$ cat src/source/awm_defs.svh
// Data width must be a power of two of at least 32 bits; the byte count is limited to 20 bits
`ifndef AWM_DEFS_SVH
`define AWM_DEFS_SVH

// Address and data paths
`define AWM_ADDR_WIDTH 32
`define AWM_DATA_WIDTH 32

// Width of the transfer byte count
`define AWM_XFER_WIDTH 20

// Entries in the stream-to-W buffer
`define AWM_FIFO_DEPTH 32

// Protocol limits for one AXI4 burst
`define AWM_MAX_BURST_BYTES 4096
`define AWM_MAX_BURST_BEATS 256

// Addresses allowed in flight without a response
`define AWM_MAX_OUTSTANDING 8

`endif

$ cat src/source/awm_pkg.sv
// All widths follow awm_defs.svh; the derived constants assume the byte count spans more than one burst
`include "awm_defs.svh"

package awm_pkg;

  // Bytes per beat and the burst length that fits both protocol limits
  localparam int beat_bytes = `AWM_DATA_WIDTH / 8;
  localparam int beat_bytes_log = $clog2(beat_bytes);
  localparam int burst_beats =
      (`AWM_MAX_BURST_BYTES / beat_bytes < `AWM_MAX_BURST_BEATS) ?
      `AWM_MAX_BURST_BYTES / beat_bytes : `AWM_MAX_BURST_BEATS;
  localparam int burst_bytes = burst_beats * beat_bytes;
  localparam int burst_beats_log = $clog2(burst_beats);

  // Total beats minus one, split into burst count and beat index
  localparam int total_beats_width = `AWM_XFER_WIDTH - beat_bytes_log;
  localparam int txn_cnt_width = total_beats_width - burst_beats_log;

  typedef logic [`AWM_ADDR_WIDTH-1:0] addr_t;
  typedef logic [`AWM_DATA_WIDTH-1:0] data_t;
  typedef logic [beat_bytes-1:0] strb_t;
  typedef logic [`AWM_XFER_WIDTH-1:0] xfer_bytes_t;
  typedef logic [burst_beats_log-1:0] beat_cnt_t;
  typedef logic [txn_cnt_width-1:0] txn_cnt_t;
  typedef logic [$clog2(`AWM_MAX_OUTSTANDING+1)-1:0] outst_cnt_t;
  // Extra top bit tells full from empty
  typedef logic [$clog2(`AWM_FIFO_DEPTH):0] fifo_ptr_t;

endpackage

$ cat src/source/awm_plan_if.sv
// Fields are valid from the start pulse until the next start; only one driver, the request stage
interface awm_plan_if;

  // One-cycle pulse that launches the channel stages
  logic start;

  // Burst-aligned first address
  awm_pkg::addr_t base_addr;

  // Bursts after the first one, so zero means a single burst
  awm_pkg::txn_cnt_t num_txn;

  // Length of the last burst, in awlen form
  awm_pkg::beat_cnt_t final_len;
  logic single_txn;

  // Byte enables of the very last beat
  awm_pkg::strb_t final_strb;

  modport source (
    output start, base_addr, num_txn, final_len, single_txn, final_strb
  );

  modport sink (
    input start, base_addr, num_txn, final_len, single_txn, final_strb
  );

endinterface

$ cat src/source/awm_counter.sv
// Load wins over incr and decr; incr and decr together hold the count; callers must not step below zero
module awm_counter #(
  parameter int width = 8,
  parameter logic [width-1:0] reset_value = '0
) (
  input  logic             aclk,
  input  logic             areset,
  input  logic             load,
  input  logic             incr,
  input  logic             decr,
  input  logic [width-1:0] load_value,
  output logic [width-1:0] count,
  output logic             is_zero
);

  always_ff @(posedge aclk) begin
    if (areset) begin
      count <= reset_value;
    end else if (load) begin
      count <= load_value;
    end else if (incr && !decr) begin
      count <= count + 1'b1;
    end else if (decr && !incr) begin
      count <= count - 1'b1;
    end
  end

  // Zero flag straight off the register
  assign is_zero = (count == '0);

  // A lone decrement never hits an empty count
  a_no_underflow: assert property (
    @(posedge aclk) disable iff (areset)
    (decr && !incr && !load) |-> !is_zero
  );

endmodule

$ cat src/source/awm_request.sv
// A zero byte count is not supported; the offset is forced down to a burst boundary
module awm_request (
  input  logic                  aclk,
  input  logic                  ctrl_start,
  input  awm_pkg::addr_t        ctrl_addr_offset,
  input  awm_pkg::xfer_bytes_t  ctrl_xfer_bytes,
  awm_plan_if.source            plan
);

  localparam int bb_log = awm_pkg::beat_bytes_log;
  localparam int len_width = awm_pkg::total_beats_width;
  localparam int beat_log = awm_pkg::burst_beats_log;
  localparam int txn_width = awm_pkg::txn_cnt_width;
  localparam awm_pkg::addr_t addr_mask = awm_pkg::addr_t'(awm_pkg::burst_bytes - 1);

  logic start_d1;
  // Total beats minus one
  logic [len_width-1:0] total_len_r;
  // Bytes used in a partial last beat, zero when the last beat is full
  logic [bb_log-1:0] remainder_r;
  logic [len_width-1:0] whole_beats;

  assign whole_beats = ctrl_xfer_bytes[bb_log +: len_width];

  ////////////////////////////////////////////////////////////
  // Stage 1: sample the request
  ////////////////////////////////////////////////////////////
  always_ff @(posedge aclk) begin
    start_d1 <= ctrl_start;
    if (ctrl_start) begin
      plan.base_addr <= ctrl_addr_offset & ~addr_mask;
      remainder_r <= ctrl_xfer_bytes[bb_log-1:0];
      // Round up to whole beats, minus one
      total_len_r <= (ctrl_xfer_bytes[bb_log-1:0] != '0) ? whole_beats : whole_beats - 1'b1;
    end
  end

  ////////////////////////////////////////////////////////////
  // Stage 2: derive the burst plan
  ////////////////////////////////////////////////////////////
  always_ff @(posedge aclk) begin
    plan.start <= start_d1;
    plan.num_txn <= total_len_r[beat_log +: txn_width];
    plan.final_len <= total_len_r[beat_log-1:0];
    plan.single_txn <= (total_len_r[beat_log +: txn_width] == '0);
    // Bytes below the remainder, or every byte for a full last beat
    for (int i = 0; i < awm_pkg::beat_bytes; i++) begin
      plan.final_strb[i] <= (remainder_r == '0) || (i < remainder_r);
    end
  end

endmodule

$ cat src/source/awm_data_fifo.sv
// Depth must be a power of two; push while full and pop while empty are illegal
`include "awm_defs.svh"

module awm_data_fifo (
  input  logic           aclk,
  input  logic           areset,
  input  logic           push,
  input  awm_pkg::data_t push_data,
  output logic           full,
  input  logic           pop,
  output logic           pop_valid,
  output awm_pkg::data_t pop_data
);

  localparam int idx_width = $clog2(`AWM_FIFO_DEPTH);

  awm_pkg::data_t mem [`AWM_FIFO_DEPTH];
  awm_pkg::fifo_ptr_t wr_ptr;
  awm_pkg::fifo_ptr_t rd_ptr;
  logic empty;

  ////////////////////////////////////////////////////////////
  // Storage
  ////////////////////////////////////////////////////////////
  always_ff @(posedge aclk) begin
    if (push) begin
      mem[wr_ptr[idx_width-1:0]] <= push_data;
    end
  end

  // Head word shows without a read strobe
  assign pop_data = mem[rd_ptr[idx_width-1:0]];

  ////////////////////////////////////////////////////////////
  // Pointers and flags
  ////////////////////////////////////////////////////////////
  always_ff @(posedge aclk) begin
    if (areset) begin
      wr_ptr <= '0;
      rd_ptr <= '0;
    end else begin
      if (push) begin
        wr_ptr <= wr_ptr + 1'b1;
      end
      if (pop) begin
        rd_ptr <= rd_ptr + 1'b1;
      end
    end
  end

  assign empty = (wr_ptr == rd_ptr);
  // Same slot, opposite lap
  assign full = (wr_ptr[idx_width] != rd_ptr[idx_width]) &&
                (wr_ptr[idx_width-1:0] == rd_ptr[idx_width-1:0]);
  assign pop_valid = !empty;

  a_no_overflow: assert property (
    @(posedge aclk) disable iff (areset) push |-> !full
  );

  a_no_underflow: assert property (
    @(posedge aclk) disable iff (areset) pop |-> pop_valid
  );

endmodule

$ cat src/source/awm_wdata_channel.sv
// Beats leave only between start and the final beat; wvalid follows the buffer head while running
module awm_wdata_channel (
  input  logic           aclk,
  input  logic           areset,
  awm_plan_if.sink       plan,
  input  logic           buf_valid,
  input  awm_pkg::data_t buf_data,
  output logic           buf_pop,
  output logic           wvalid,
  input  logic           wready,
  output awm_pkg::data_t wdata,
  output awm_pkg::strb_t wstrb,
  output logic           wlast,
  output logic           first_pulse
);

  logic running;
  logic wxfer;
  logic final_txn;
  logic almost_final_txn;
  logic final_beat;
  logic load_beats;
  awm_pkg::beat_cnt_t beats_load_value;
  awm_pkg::txn_cnt_t txns_to_go;
  logic wfirst;
  logic first_seen;

  ////////////////////////////////////////////////////////////
  // Handshake gating
  ////////////////////////////////////////////////////////////
  assign wvalid = buf_valid & running;
  assign wdata = buf_data;
  assign buf_pop = buf_valid & running & wready;
  assign wxfer = wvalid & wready;

  assign final_beat = wlast & final_txn;
  // Full strobes except on the very last beat
  assign wstrb = final_beat ? plan.final_strb : '1;

  always_ff @(posedge aclk) begin
    if (areset) begin
      running <= 1'b0;
    end else if (plan.start) begin
      running <= 1'b1;
    end else if (wxfer && final_beat) begin
      running <= 1'b0;
    end
  end

  ////////////////////////////////////////////////////////////
  // Beat and burst counters
  ////////////////////////////////////////////////////////////
  // Reload on start and after every wlast, short length for the last burst
  assign load_beats = plan.start | (wxfer & wlast);
  always_comb begin
    if (plan.start) begin
      beats_load_value = plan.single_txn ? plan.final_len : '1;
    end else begin
      beats_load_value = almost_final_txn ? plan.final_len : '1;
    end
  end

  awm_counter #(
    .width       ($bits(awm_pkg::beat_cnt_t)),
    .reset_value ('1)
  ) i_beat_cnt (
    .aclk       (aclk),
    .areset     (areset),
    .load       (load_beats),
    .incr       (1'b0),
    .decr       (wxfer),
    .load_value (beats_load_value),
    .count      (),
    .is_zero    (wlast)
  );

  awm_counter #(
    .width       ($bits(awm_pkg::txn_cnt_t)),
    .reset_value ('0)
  ) i_txn_cnt (
    .aclk       (aclk),
    .areset     (areset),
    .load       (plan.start),
    .incr       (1'b0),
    .decr       (wxfer & wlast & ~final_txn),
    .load_value (plan.num_txn),
    .count      (txns_to_go),
    .is_zero    (final_txn)
  );

  assign almost_final_txn = (txns_to_go == awm_pkg::txn_cnt_t'(1));

  ////////////////////////////////////////////////////////////
  // First beat marker for the address stage
  ////////////////////////////////////////////////////////////
  always_ff @(posedge aclk) begin
    if (areset) begin
      wfirst <= 1'b1;
      first_seen <= 1'b0;
      first_pulse <= 1'b0;
    end else begin
      if (wxfer) begin
        wfirst <= wlast;
      end
      // Remember a first beat still waiting for wready
      first_seen <= wvalid & wfirst & ~wxfer;
      first_pulse <= wvalid & wfirst & ~first_seen;
    end
  end

endmodule

$ cat src/source/awm_addr_channel.sv
// One address per burst, only after that burst's first beat shows on W; stall holds new requests
module awm_addr_channel (
  input  logic           aclk,
  input  logic           areset,
  awm_plan_if.sink       plan,
  input  logic           first_pulse,
  input  logic           stall,
  output logic           awvalid,
  input  logic           awready,
  output awm_pkg::addr_t awaddr,
  output logic [7:0]     awlen,
  output logic           aw_fire
);

  logic idle;
  logic final_txn;

  assign aw_fire = awvalid & awready;

  ////////////////////////////////////////////////////////////
  // Request generation
  ////////////////////////////////////////////////////////////
  always_ff @(posedge aclk) begin
    if (areset) begin
      awvalid <= 1'b0;
    end else if (!awvalid) begin
      // Need a burst with data started and room for another address
      awvalid <= ~idle & ~stall;
    end else if (awready) begin
      awvalid <= 1'b0;
    end
  end

  // Address steps one full burst per accepted request
  always_ff @(posedge aclk) begin
    if (plan.start) begin
      awaddr <= plan.base_addr;
    end else if (aw_fire) begin
      awaddr <= awaddr + awm_pkg::burst_bytes;
    end
  end

  // Single burst is also the final one
  assign awlen = final_txn ? 8'(plan.final_len) : 8'(awm_pkg::burst_beats - 1);

  ////////////////////////////////////////////////////////////
  // Counters
  ////////////////////////////////////////////////////////////
  // Bursts whose data started but whose address is not out yet
  awm_counter #(
    .width       ($bits(awm_pkg::txn_cnt_t)),
    .reset_value ('0)
  ) i_ahead_cnt (
    .aclk       (aclk),
    .areset     (areset),
    .load       (1'b0),
    .incr       (first_pulse),
    .decr       (aw_fire),
    .load_value ('0),
    .count      (),
    .is_zero    (idle)
  );

  awm_counter #(
    .width       ($bits(awm_pkg::txn_cnt_t)),
    .reset_value ('0)
  ) i_txn_cnt (
    .aclk       (aclk),
    .areset     (areset),
    .load       (plan.start),
    .incr       (1'b0),
    .decr       (aw_fire & ~final_txn),
    .load_value (plan.num_txn),
    .count      (),
    .is_zero    (final_txn)
  );

  a_aw_hold: assert property (
    @(posedge aclk) disable iff (areset)
    (awvalid && !awready) |=> (awvalid && $stable(awaddr))
  );

endmodule

$ cat src/source/awm_resp_tracker.sv
// bready is tied high; every B response is taken as OKAY without looking at bresp
`include "awm_defs.svh"

module awm_resp_tracker (
  input  logic     aclk,
  input  logic     areset,
  awm_plan_if.sink plan,
  input  logic     aw_fire,
  input  logic     bvalid,
  output logic     bready,
  output logic     stall,
  output logic     ctrl_done
);

  localparam awm_pkg::outst_cnt_t max_outst = awm_pkg::outst_cnt_t'(`AWM_MAX_OUTSTANDING);

  logic bxfer;
  logic final_resp;
  awm_pkg::outst_cnt_t vacancy;

  assign bready = 1'b1;
  assign bxfer = bvalid & bready;

  // Responses still expected in this transfer
  awm_counter #(
    .width       ($bits(awm_pkg::txn_cnt_t)),
    .reset_value ('0)
  ) i_resp_cnt (
    .aclk       (aclk),
    .areset     (areset),
    .load       (plan.start),
    .incr       (1'b0),
    .decr       (bxfer & ~final_resp),
    .load_value (plan.num_txn),
    .count      (),
    .is_zero    (final_resp)
  );

  // Free slots for addresses in flight, no slot means stall
  awm_counter #(
    .width       ($bits(awm_pkg::outst_cnt_t)),
    .reset_value (max_outst)
  ) i_vacancy_cnt (
    .aclk       (aclk),
    .areset     (areset),
    .load       (1'b0),
    .incr       (bxfer),
    .decr       (aw_fire),
    .load_value ('0),
    .count      (vacancy),
    .is_zero    (stall)
  );

  always_ff @(posedge aclk) begin
    if (areset) begin
      ctrl_done <= 1'b0;
    end else begin
      ctrl_done <= bxfer & final_resp;
    end
  end

  // A response needs an address issued before it
  a_resp_has_addr: assert property (
    @(posedge aclk) disable iff (areset) bxfer |-> (vacancy != max_outst)
  );

endmodule

$ cat src/source/awm_top.sv
// Stream data may arrive before start and waits in the buffer; only one transfer may run at a time
module awm_top (
  input  logic                 aclk,
  input  logic                 areset,

  // Control
  input  logic                 ctrl_start,
  output logic                 ctrl_done,
  input  awm_pkg::addr_t       ctrl_addr_offset,
  input  awm_pkg::xfer_bytes_t ctrl_xfer_bytes,

  // AXI4 write address
  output logic                 m_axi_awvalid,
  input  logic                 m_axi_awready,
  output awm_pkg::addr_t       m_axi_awaddr,
  output logic [7:0]           m_axi_awlen,

  // AXI4 write data
  output logic                 m_axi_wvalid,
  input  logic                 m_axi_wready,
  output awm_pkg::data_t       m_axi_wdata,
  output awm_pkg::strb_t       m_axi_wstrb,
  output logic                 m_axi_wlast,

  // AXI4 write response
  input  logic                 m_axi_bvalid,
  output logic                 m_axi_bready,

  // AXI4-Stream input
  input  logic                 s_axis_tvalid,
  output logic                 s_axis_tready,
  input  awm_pkg::data_t       s_axis_tdata
);

  logic fifo_full;
  logic buf_valid;
  awm_pkg::data_t buf_data;
  logic buf_pop;
  logic first_pulse;
  logic aw_fire;
  logic stall;

  awm_plan_if plan ();

  awm_request i_request (
    .aclk             (aclk),
    .ctrl_start       (ctrl_start),
    .ctrl_addr_offset (ctrl_addr_offset),
    .ctrl_xfer_bytes  (ctrl_xfer_bytes),
    .plan             (plan.source)
  );

  ////////////////////////////////////////////////////////////
  // Stream side buffer
  ////////////////////////////////////////////////////////////
  assign s_axis_tready = ~fifo_full;

  awm_data_fifo i_data_fifo (
    .aclk      (aclk),
    .areset    (areset),
    .push      (s_axis_tvalid & s_axis_tready),
    .push_data (s_axis_tdata),
    .full      (fifo_full),
    .pop       (buf_pop),
    .pop_valid (buf_valid),
    .pop_data  (buf_data)
  );

  ////////////////////////////////////////////////////////////
  // AXI channel stages
  ////////////////////////////////////////////////////////////
  awm_wdata_channel i_wdata_channel (
    .aclk        (aclk),
    .areset      (areset),
    .plan        (plan.sink),
    .buf_valid   (buf_valid),
    .buf_data    (buf_data),
    .buf_pop     (buf_pop),
    .wvalid      (m_axi_wvalid),
    .wready      (m_axi_wready),
    .wdata       (m_axi_wdata),
    .wstrb       (m_axi_wstrb),
    .wlast       (m_axi_wlast),
    .first_pulse (first_pulse)
  );

  awm_addr_channel i_addr_channel (
    .aclk        (aclk),
    .areset      (areset),
    .plan        (plan.sink),
    .first_pulse (first_pulse),
    .stall       (stall),
    .awvalid     (m_axi_awvalid),
    .awready     (m_axi_awready),
    .awaddr      (m_axi_awaddr),
    .awlen       (m_axi_awlen),
    .aw_fire     (aw_fire)
  );

  awm_resp_tracker i_resp_tracker (
    .aclk      (aclk),
    .areset    (areset),
    .plan      (plan.sink),
    .aw_fire   (aw_fire),
    .bvalid    (m_axi_bvalid),
    .bready    (m_axi_bready),
    .stall     (stall),
    .ctrl_done (ctrl_done)
  );

endmodule

$ cat config.mk
export PLATFORM = sky130hd
export DESIGN_NAME = awm_top
export DESIGN_NICKNAME = d
export VERILOG_FILES = /design/src/source/awm_pkg.sv /design/src/source/awm_plan_if.sv /design/src/source/awm_counter.sv /design/src/source/awm_request.sv /design/src/source/awm_data_fifo.sv /design/src/source/awm_wdata_channel.sv /design/src/source/awm_addr_channel.sv /design/src/source/awm_resp_tracker.sv /design/src/source/awm_top.sv
export VERILOG_INCLUDE_DIRS = /design/src /design/src/source
export SDC_FILE = /design/constraint.sdc
export NUM_CORES = 1
export LEC_CHECK = 0
export BUFFER_PORTS_ARGS = -buffer_cell sky130_fd_sc_hd__buf_2
export CORE_MARGIN = 3
export CORE_UTILIZATION = 55
export CTS_CLUSTER_DIAMETER = 120
export CTS_CLUSTER_SIZE = 20
export DETAILED_ROUTE_END_ITERATION = 6
export GPL_TIMING_DRIVEN = 0
export PLACE_DENSITY = 0.71
export SLEW_MARGIN = 20
export SYNTH_ARGS = -nofsm -noshare
export SYNTH_HDL_FRONTEND = slang
export SYNTH_SLANG_ARGS = --single-unit
$ cat constraint.sdc
create_clock -name aclk -period 3.8 [get_ports aclk]
set_input_delay 0.38 -clock aclk [delete_from_list [all_inputs] [get_ports aclk]]
set_output_delay 0.38 -clock aclk [all_outputs]
set_load 0.01 [all_outputs]
# ---- Word level (Yosys, flattened, before mapping)
# Memories as Yosys holds them, arrays and structs flattened. A register that Yosys moved wholly into a read port is not among the register bits.
# Index checks and enable logic that the tools add are counted.
dict set report totals {
  wordCells 126
  out_inout_bits 82
  n_memories 1
  regBits 169
  ramBits 1024
}
# memory depth word_bits rd rd_clocked_by_memory_dff write_ports line
set mem_list {}
lappend mem_list {i_data_fifo.mem 32 32 1 1 1 awm_data_fifo.sv:17} ;# awm_pkg::data_t mem [`AWM_FIFO_DEPTH];
dict set report op_classes {
  n_reduce_logical 30
  n_bitwise 23
  muxes 28
  magnitude_cmp 3
  n_addsub 12
  n_eq_ne 4
}
# operator count
set ops {}
lappend ops {{$mux 10} 8}
lappend ops {{$mux 32} 2}
lappend ops {{$logic_not 10->1} 5}
lappend ops {{$mux 8} 6}
lappend ops {{$sub 10x1->10 const B} 4}
lappend ops {{$add 32x11->32 const B} 1}
lappend ops {{$mux 18} 1}
lappend ops {{$reduce_bool 2->1} 9}
lappend ops {{$sub 18x1->18 const B} 1}
lappend ops {{$and 1x1->1} 14}
lappend ops {{$add 6x1->6 const B} 2}
lappend ops {{$mux 4} 3}
lappend ops {{$add 10x1->10 const B} 1}
lappend ops {{$eq 10x1->1 const B} 1}
lappend ops {{$mux 5} 2}
lappend ops {{$logic_not 8->1} 1}
lappend ops {{$not 1->1} 8}
lappend ops {{$sub 8x1->8 const B} 1}
lappend ops {{$eq 6x6->1} 1}
lappend ops {{$logic_and 1x1->1} 6}
lappend ops {{$mux 1} 6}
lappend ops {{$eq 5x5->1} 1}
lappend ops {{$add 4x1->4 const B} 1}
lappend ops {{$logic_not 1->1} 4}
lappend ops {{8 further kinds} 11}

# ---- Logic depth before layout (Yosys ltp)
dict set report logic_depth {
  word_depth 8
  mapped_depth 10
  mapped_depth_nobuf 9
}

# ---- Hierarchy
# Synthesis repeated with hierarchy kept, for this count alone.
dict set report unflattened {
  hier_cells 3228
  hier_area_um2 49757.7
}
# module cells_per_inst seq_area_each_um2 instances area_each_um2
set modules_own_cells {}
lappend modules_own_cells {awm_data_fifo 2302 31089.8 1 40567.7}
lappend modules_own_cells {{awm_counter at i_addr_channel.i_ahead_cnt ...} 107 200.2 4 895.9}
lappend modules_own_cells {awm_request 134 1741.7 1 2227.1}
lappend modules_own_cells {awm_addr_channel 175 980.9 1 1790.5}
lappend modules_own_cells {{awm_counter at i_wdata_channel.i_beat_cnt} 77 160.2 1 708.2}
lappend modules_own_cells {awm_wdata_channel 68 80.1 1 505.5}
lappend modules_own_cells {{awm_counter at i_resp_tracker.i_vacancy_cnt} 36 80.1 1 311.5}
lappend modules_own_cells {awm_resp_tracker 6 20.0 1 53.8}
lappend modules_own_cells {awm_top 2 0.0 1 10.0}

# ---- Least setup slack after synthesis
# OpenSTA, ideal clock, no wires.
dict set report synth_path {
  path_type {register to register}
  from {register i_data_fifo.wr_ptr[4]}
  to {memory i_data_fifo.mem[28][0] (netlist bit) (enable)}
  path_stages_with_launch 8
  t_arrival_ps 2972
  path_slack_ps 407
  n_path_buf 2
  path_cell_list {dfxtp_1 > clkbuf_1 > xnor2_1 > nand3_1 > clkbuf_1 > o21a_1 > nand2_1 > nor2_1}
}
dict set report synth_via {
  elab_chain_cells 6
}
# item line
set synth_lines {}
lappend synth_lines {{start, declared} awm_data_fifo.sv:18} ;# awm_pkg::fifo_ptr_t wr_ptr;
lappend synth_lines {{start signal, assigned} awm_data_fifo.sv:43} ;# wr_ptr <= wr_ptr + 1'b1;
lappend synth_lines {{$eq 5x5->1} awm_data_fifo.sv:54} ;# (wr_ptr[idx_width-1:0] == rd_ptr[idx_width-1:0]);
lappend synth_lines {{$logic_and 1x1->1} awm_data_fifo.sv:53} ;# assign full = (wr_ptr[idx_width] != rd_ptr[idx_width]) &&
lappend synth_lines {{$not 1->1} awm_top.sv:56} ;# assign s_axis_tready = ~fifo_full;
lappend synth_lines {{$and 1x1->1} awm_top.sv:61} ;# .push (s_axis_tvalid & s_axis_tready),
lappend synth_lines {{$mux 1} awm_data_fifo.sv:26} ;# if (push) begin
lappend synth_lines {{$mux 1 (implied by the code)} awm_data_fifo.sv:27} ;# mem[wr_ptr[idx_width-1:0]] <= push_data;
lappend synth_lines {{end, declared} awm_data_fifo.sv:17}
# Several ways; a longest one is shown, not always the timed one.

==> out/summary.json <==
{
  "status": {
    "status": "completed"
  },
  "hold_path": {
    "min_delay_path_depth": 2,
    "worst_hold_path_type": "input port to register"
  },
  "sta": {
    "final.min_clock_period_ns": 3.77,
    "post-route-worst-setup-slack_ns": 0.0262,
    "fmaxAchievable_mhz": 265,
    "share_of_the_clock_period_used_by_the_worst_path_after_layout_pct": 99.3,
    "timing.max_slew.rel_slack_pct": 33.3,
    "worst_clock_skew_ns": 0.0365,
    "finalHoldViolations": 0,
    "setup_viol_count_final": 0,
    "slew_violations": 0,
    "worst_slew_pin_slew_ns": 0.998
  },
  "clock_network": {
    "htreeDepth": 3,
    "tritoncts_clock_tree": "built",
    "worstSkewPairLatency_ns": 0.64,
    "worst_setup_hold_path_clk_slew_ns": 0.08,
    "cts_inserted_buffers": 69,
    "cts.root.buffer_cell": "sky130_fd_sc_hd__clkbuf_16",
    "clock_tree.buffer_depth": 3,
    "numClockSinks": 1187
  },
  "yosys": {
    "number_of_flops_mapped_to_enable_cells_by_yosys": 1088,
    "synthCells": 2253,
    "synth_flop_cell": "sky130_fd_sc_hd__edfxtp_1",
    "synthDistinctLibCells": 67,
    "synth_area_per_cell_sq_um": 20.7,
    "seq_area_frac_synth_pct": 74.4,
    "ys_ff_latch": 1187,
    "synth_warnings": 0,
    "synthesis.area_sq_um": 46600,
    "async_reset_ff_share_pct": 0
  },
  "grt": {
    "pin_count_of_the_biggest_net_entering_global_routing": 44,
    "grt_pass1_vias": 24300,
    "grt_antenna_before_repair": 2,
    "grt.overflow.total": 0,
    "globalRouteTotalUtil_pct": 24.1,
    "grt_pass1_wl_um": 157000
  },
  "floorplan": {
    "number_of_top_level_pins": 173,
    "die_height_um": 297,
    "effective_utilization_at_floorplan_pct": 55.5,
    "width_of_the_die_um": 297,
    "die_area_sq_um": 88200,
    "floorplan.core_area_sq_um": 83800,
    "num_rows": 106
  },
  "detailed_routing": {
    "drtAntennaViolNets": 0,
    "wl_per_cell_um": 28.7,
    "route.final.wire_length_um": 107000,
    "drt-pass1-iter-count": 5,
    "via_count": 23500,
    "dr.first_iter.drc_count": 2788,
    "drcViolationCount": 0,
    "avgViaCountPerCell": 6.31
  },
  "flow_run": {
    "timing.max_cap.violations": 0
  },
  "critical_path": {
    "wp_data_arrival_ns": 3.39,
    "worstPathRequired_ns": 3.42,
    "reg2regPathDepth": 8,
    "timing.critical_path.from_type": "register",
    "endpoint_kind": "output port",
    "timing.critical_path.fanout_max": 10,
    "critical_path_class": "register to output port"
  },
  "pwr": {
    "peakVddDrop_mv": 0.351,
    "p_per_area_nw_per_um2": 457,
    "p_leak_nw": 16.5,
    "power.combinational.fraction_pct": 8.4,
    "p_sw_mw": 5.31,
    "intPower_mw": 18.8,
    "power.share.switching_pct": 22.0,
    "p_total_mw": 24.1,
    "pwr-share-seq_pct": 61.0,
    "clock_power_share_pct": 30.6
  },
  "cells_and_area": {
    "post-route-util_pct": 62.9,
    "sequential_cell_area_sq_um": 34700,
    "nNetsFinal": 2698,
    "area_delta_synth_final_pct": 13.3,
    "num_antenna_cells": 0,
    "drive_gt1_share_pct": 30.2,
    "final_area_sq_um": 52800,
    "multi_input_area_sq_um": 11500,
    "final-instance-count-excl-fill": 3729,
    "layout.filler_cells": 5614
  },
  "placement": {
    "post-dp-hpwl_um": 69200,
    "routability_congestion_estimate": 0.835,
    "placed_area_sq_um": 49900,
    "dp_slack_ns": -0.121,
    "port_buffer_count": 150,
    "dp_cells": 3587
  }
}
path summary, 6_finish.rpt:
kind                         startpoint                         to  slack (ns)
hold reg to reg      i_request.start_d1       i_request.plan.start        0.33
setup reg to reg  i_data_fifo.wr_ptr[4]    i_data_fifo.mem[10][14]        0.27
hold / removal      ctrl_xfer_bytes[19]  i_request.total_len_r[17]        0.08
setup / recovery               register            m_axi_wdata[27]        0.03
cell usage in the layout, fill, tap and decap left out, drive strengths merged, types with 12 or more instances in the layout:
cell,Yosys,routed
edfxtp,1088,1088
mux4,320,320
buf,50,270
clkbuf,66,144
dfxtp,99,99
nor2,80,80
nand2,61,61
xor2,44,44
o21ai,43,43
inv,32,38
mux2,34,34
xnor2,30,30
a21oi,28,28
ha,28,28
dlygate4sd3,0,25
nand3,23,23
nor4,22,22
nor3,20,20
or3,19,19
o211ai,14,14
conb,2,12
o31a,12,12
kinds of logic (layout without fill, tap and decap cells):
family	Yosys count	after routing	share of synthesized area, %
xor gates and xnor gates	74	74	1.39
DFF	1187	1187	74.4
buffers and inverters	148	480	1.36
adders and majority gates	30	30	0.839
other	2	12	0.0161
muxes	358	358	16.4
and+or+nand+nor	293	293	3.19
AOI/OAI and AO/OA	161	161	2.38
registers in the layout, indices dropped and copies added (netlist names), 10 cells and up, named ones only:
register	cells
i_request.plan.num_txn	10
i_request.plan.base_addr	22
i_addr_channel.i_txn_cnt.count	10
i_addr_channel.awaddr	22
i_data_fifo.mem	1024
i_addr_channel.i_ahead_cnt.count	10
i_resp_tracker.i_resp_cnt.count	10
i_request.total_len_r	18
i_wdata_channel.i_txn_cnt.count	10
synth_stat cells (all sizes together), types with 6 or more instances:
cell type / instances / area share (%)
a21oi: 28 / 0.30
a31oi: 7 / 0.094
buf: 50 / 0.57
clkbuf: 66 / 0.53
dfxtp: 99 / 4.3
edfxtp: 1088 / 70
ha: 28 / 0.75
inv: 32 / 0.26
mux2: 34 / 0.82
mux4: 320 / 15
nand2: 61 / 0.49
nand2b: 9 / 0.12
nand3: 23 / 0.25
nand4: 11 / 0.15
nor2: 80 / 0.65
nor3: 20 / 0.22
nor4: 22 / 0.30
nor4b: 6 / 0.11
o211ai: 14 / 0.24
o21a: 11 / 0.18
o21ai: 43 / 0.46
o31a: 12 / 0.23
o31ai: 8 / 0.13
or2: 7 / 0.094
or3: 19 / 0.26
or4: 11 / 0.19
xnor2: 30 / 0.56
xor2: 44 / 0.83
layer usage:
| layer | wire length, um | track usage [%] | part of all wire, % | vias to the layer above |
|---|---|---|---|---|
| li1 | - | - | - | 9867 |
| met1 | 41300 | 33.1 | 39 | 12400 |
| met2 | 55000 | 41.0 | 51 | 1101 |
| met3 | 8110 | 3.53 | 7.6 | 165 |
| met4 | 2760 | 6.74 | 2.6 | 2 |
| met5 | 13 | 0 | 0.012 | - |
area by class of cell:
class	instances	area share [%]
Tap cell	1134	2.69
Buffer	114	1.39
Timing Repair Buffer	245	4.56
Clock inverter	6	0.114
Multi-Input combinational cell	928	21.9
Clock buffer	83	3.45
Inverter	32	0.228
Sequential cell	1187	65.7
worst max-delay path, cell delays in order, from the launching register on:
cell	delay [ns]
sky130_fd_sc_hd__dfxtp_1	0.49
sky130_fd_sc_hd__clkbuf_2	0.42
sky130_fd_sc_hd__clkbuf_2	0.45
sky130_fd_sc_hd__mux4_2	0.41
sky130_fd_sc_hd__mux4_2	0.54
sky130_fd_sc_hd__mux2_2	0.30
sky130_fd_sc_hd__buf_2	0.15
per-stage QoR:
| stage | setup TNS (ns) | hold slack [ns] |
|---|---|---|
| global route | -0.0263 | 0.0654 |
| global placement | -1485.25 | 0.311 |
| floorplan | 0 | 0.310 |
| detailed placement | -0.835 | 0.318 |
| finish | 0 | 0.0825 |
| CTS | -0.309 | 0.0454 |
power groups by stage:
stage / logic (mW) / clock network [mW] / registers (mW)
after floorplan: 1.24 / 0 / 15.0
after global placement: 1.82 / 0 / 15.0
after detailed placement: 1.95 / 0 / 15.0
after CTS: 2.00 / 7.50 / 14.7
after global routing: 2.20 / 7.94 / 14.7
final: 2.02 / 7.37 / 14.7
timing repair:
item | in CTS | in global routing
hold endpoints to repair | 25 | 0
pin swaps | 0 | 18
hold buffers | 25 | 0
gates resized for setup | 82 | 16
setup buffers | 0 | 30
setup endpoints to repair | 32 | 351
Power figures use the tool's default switching activity.
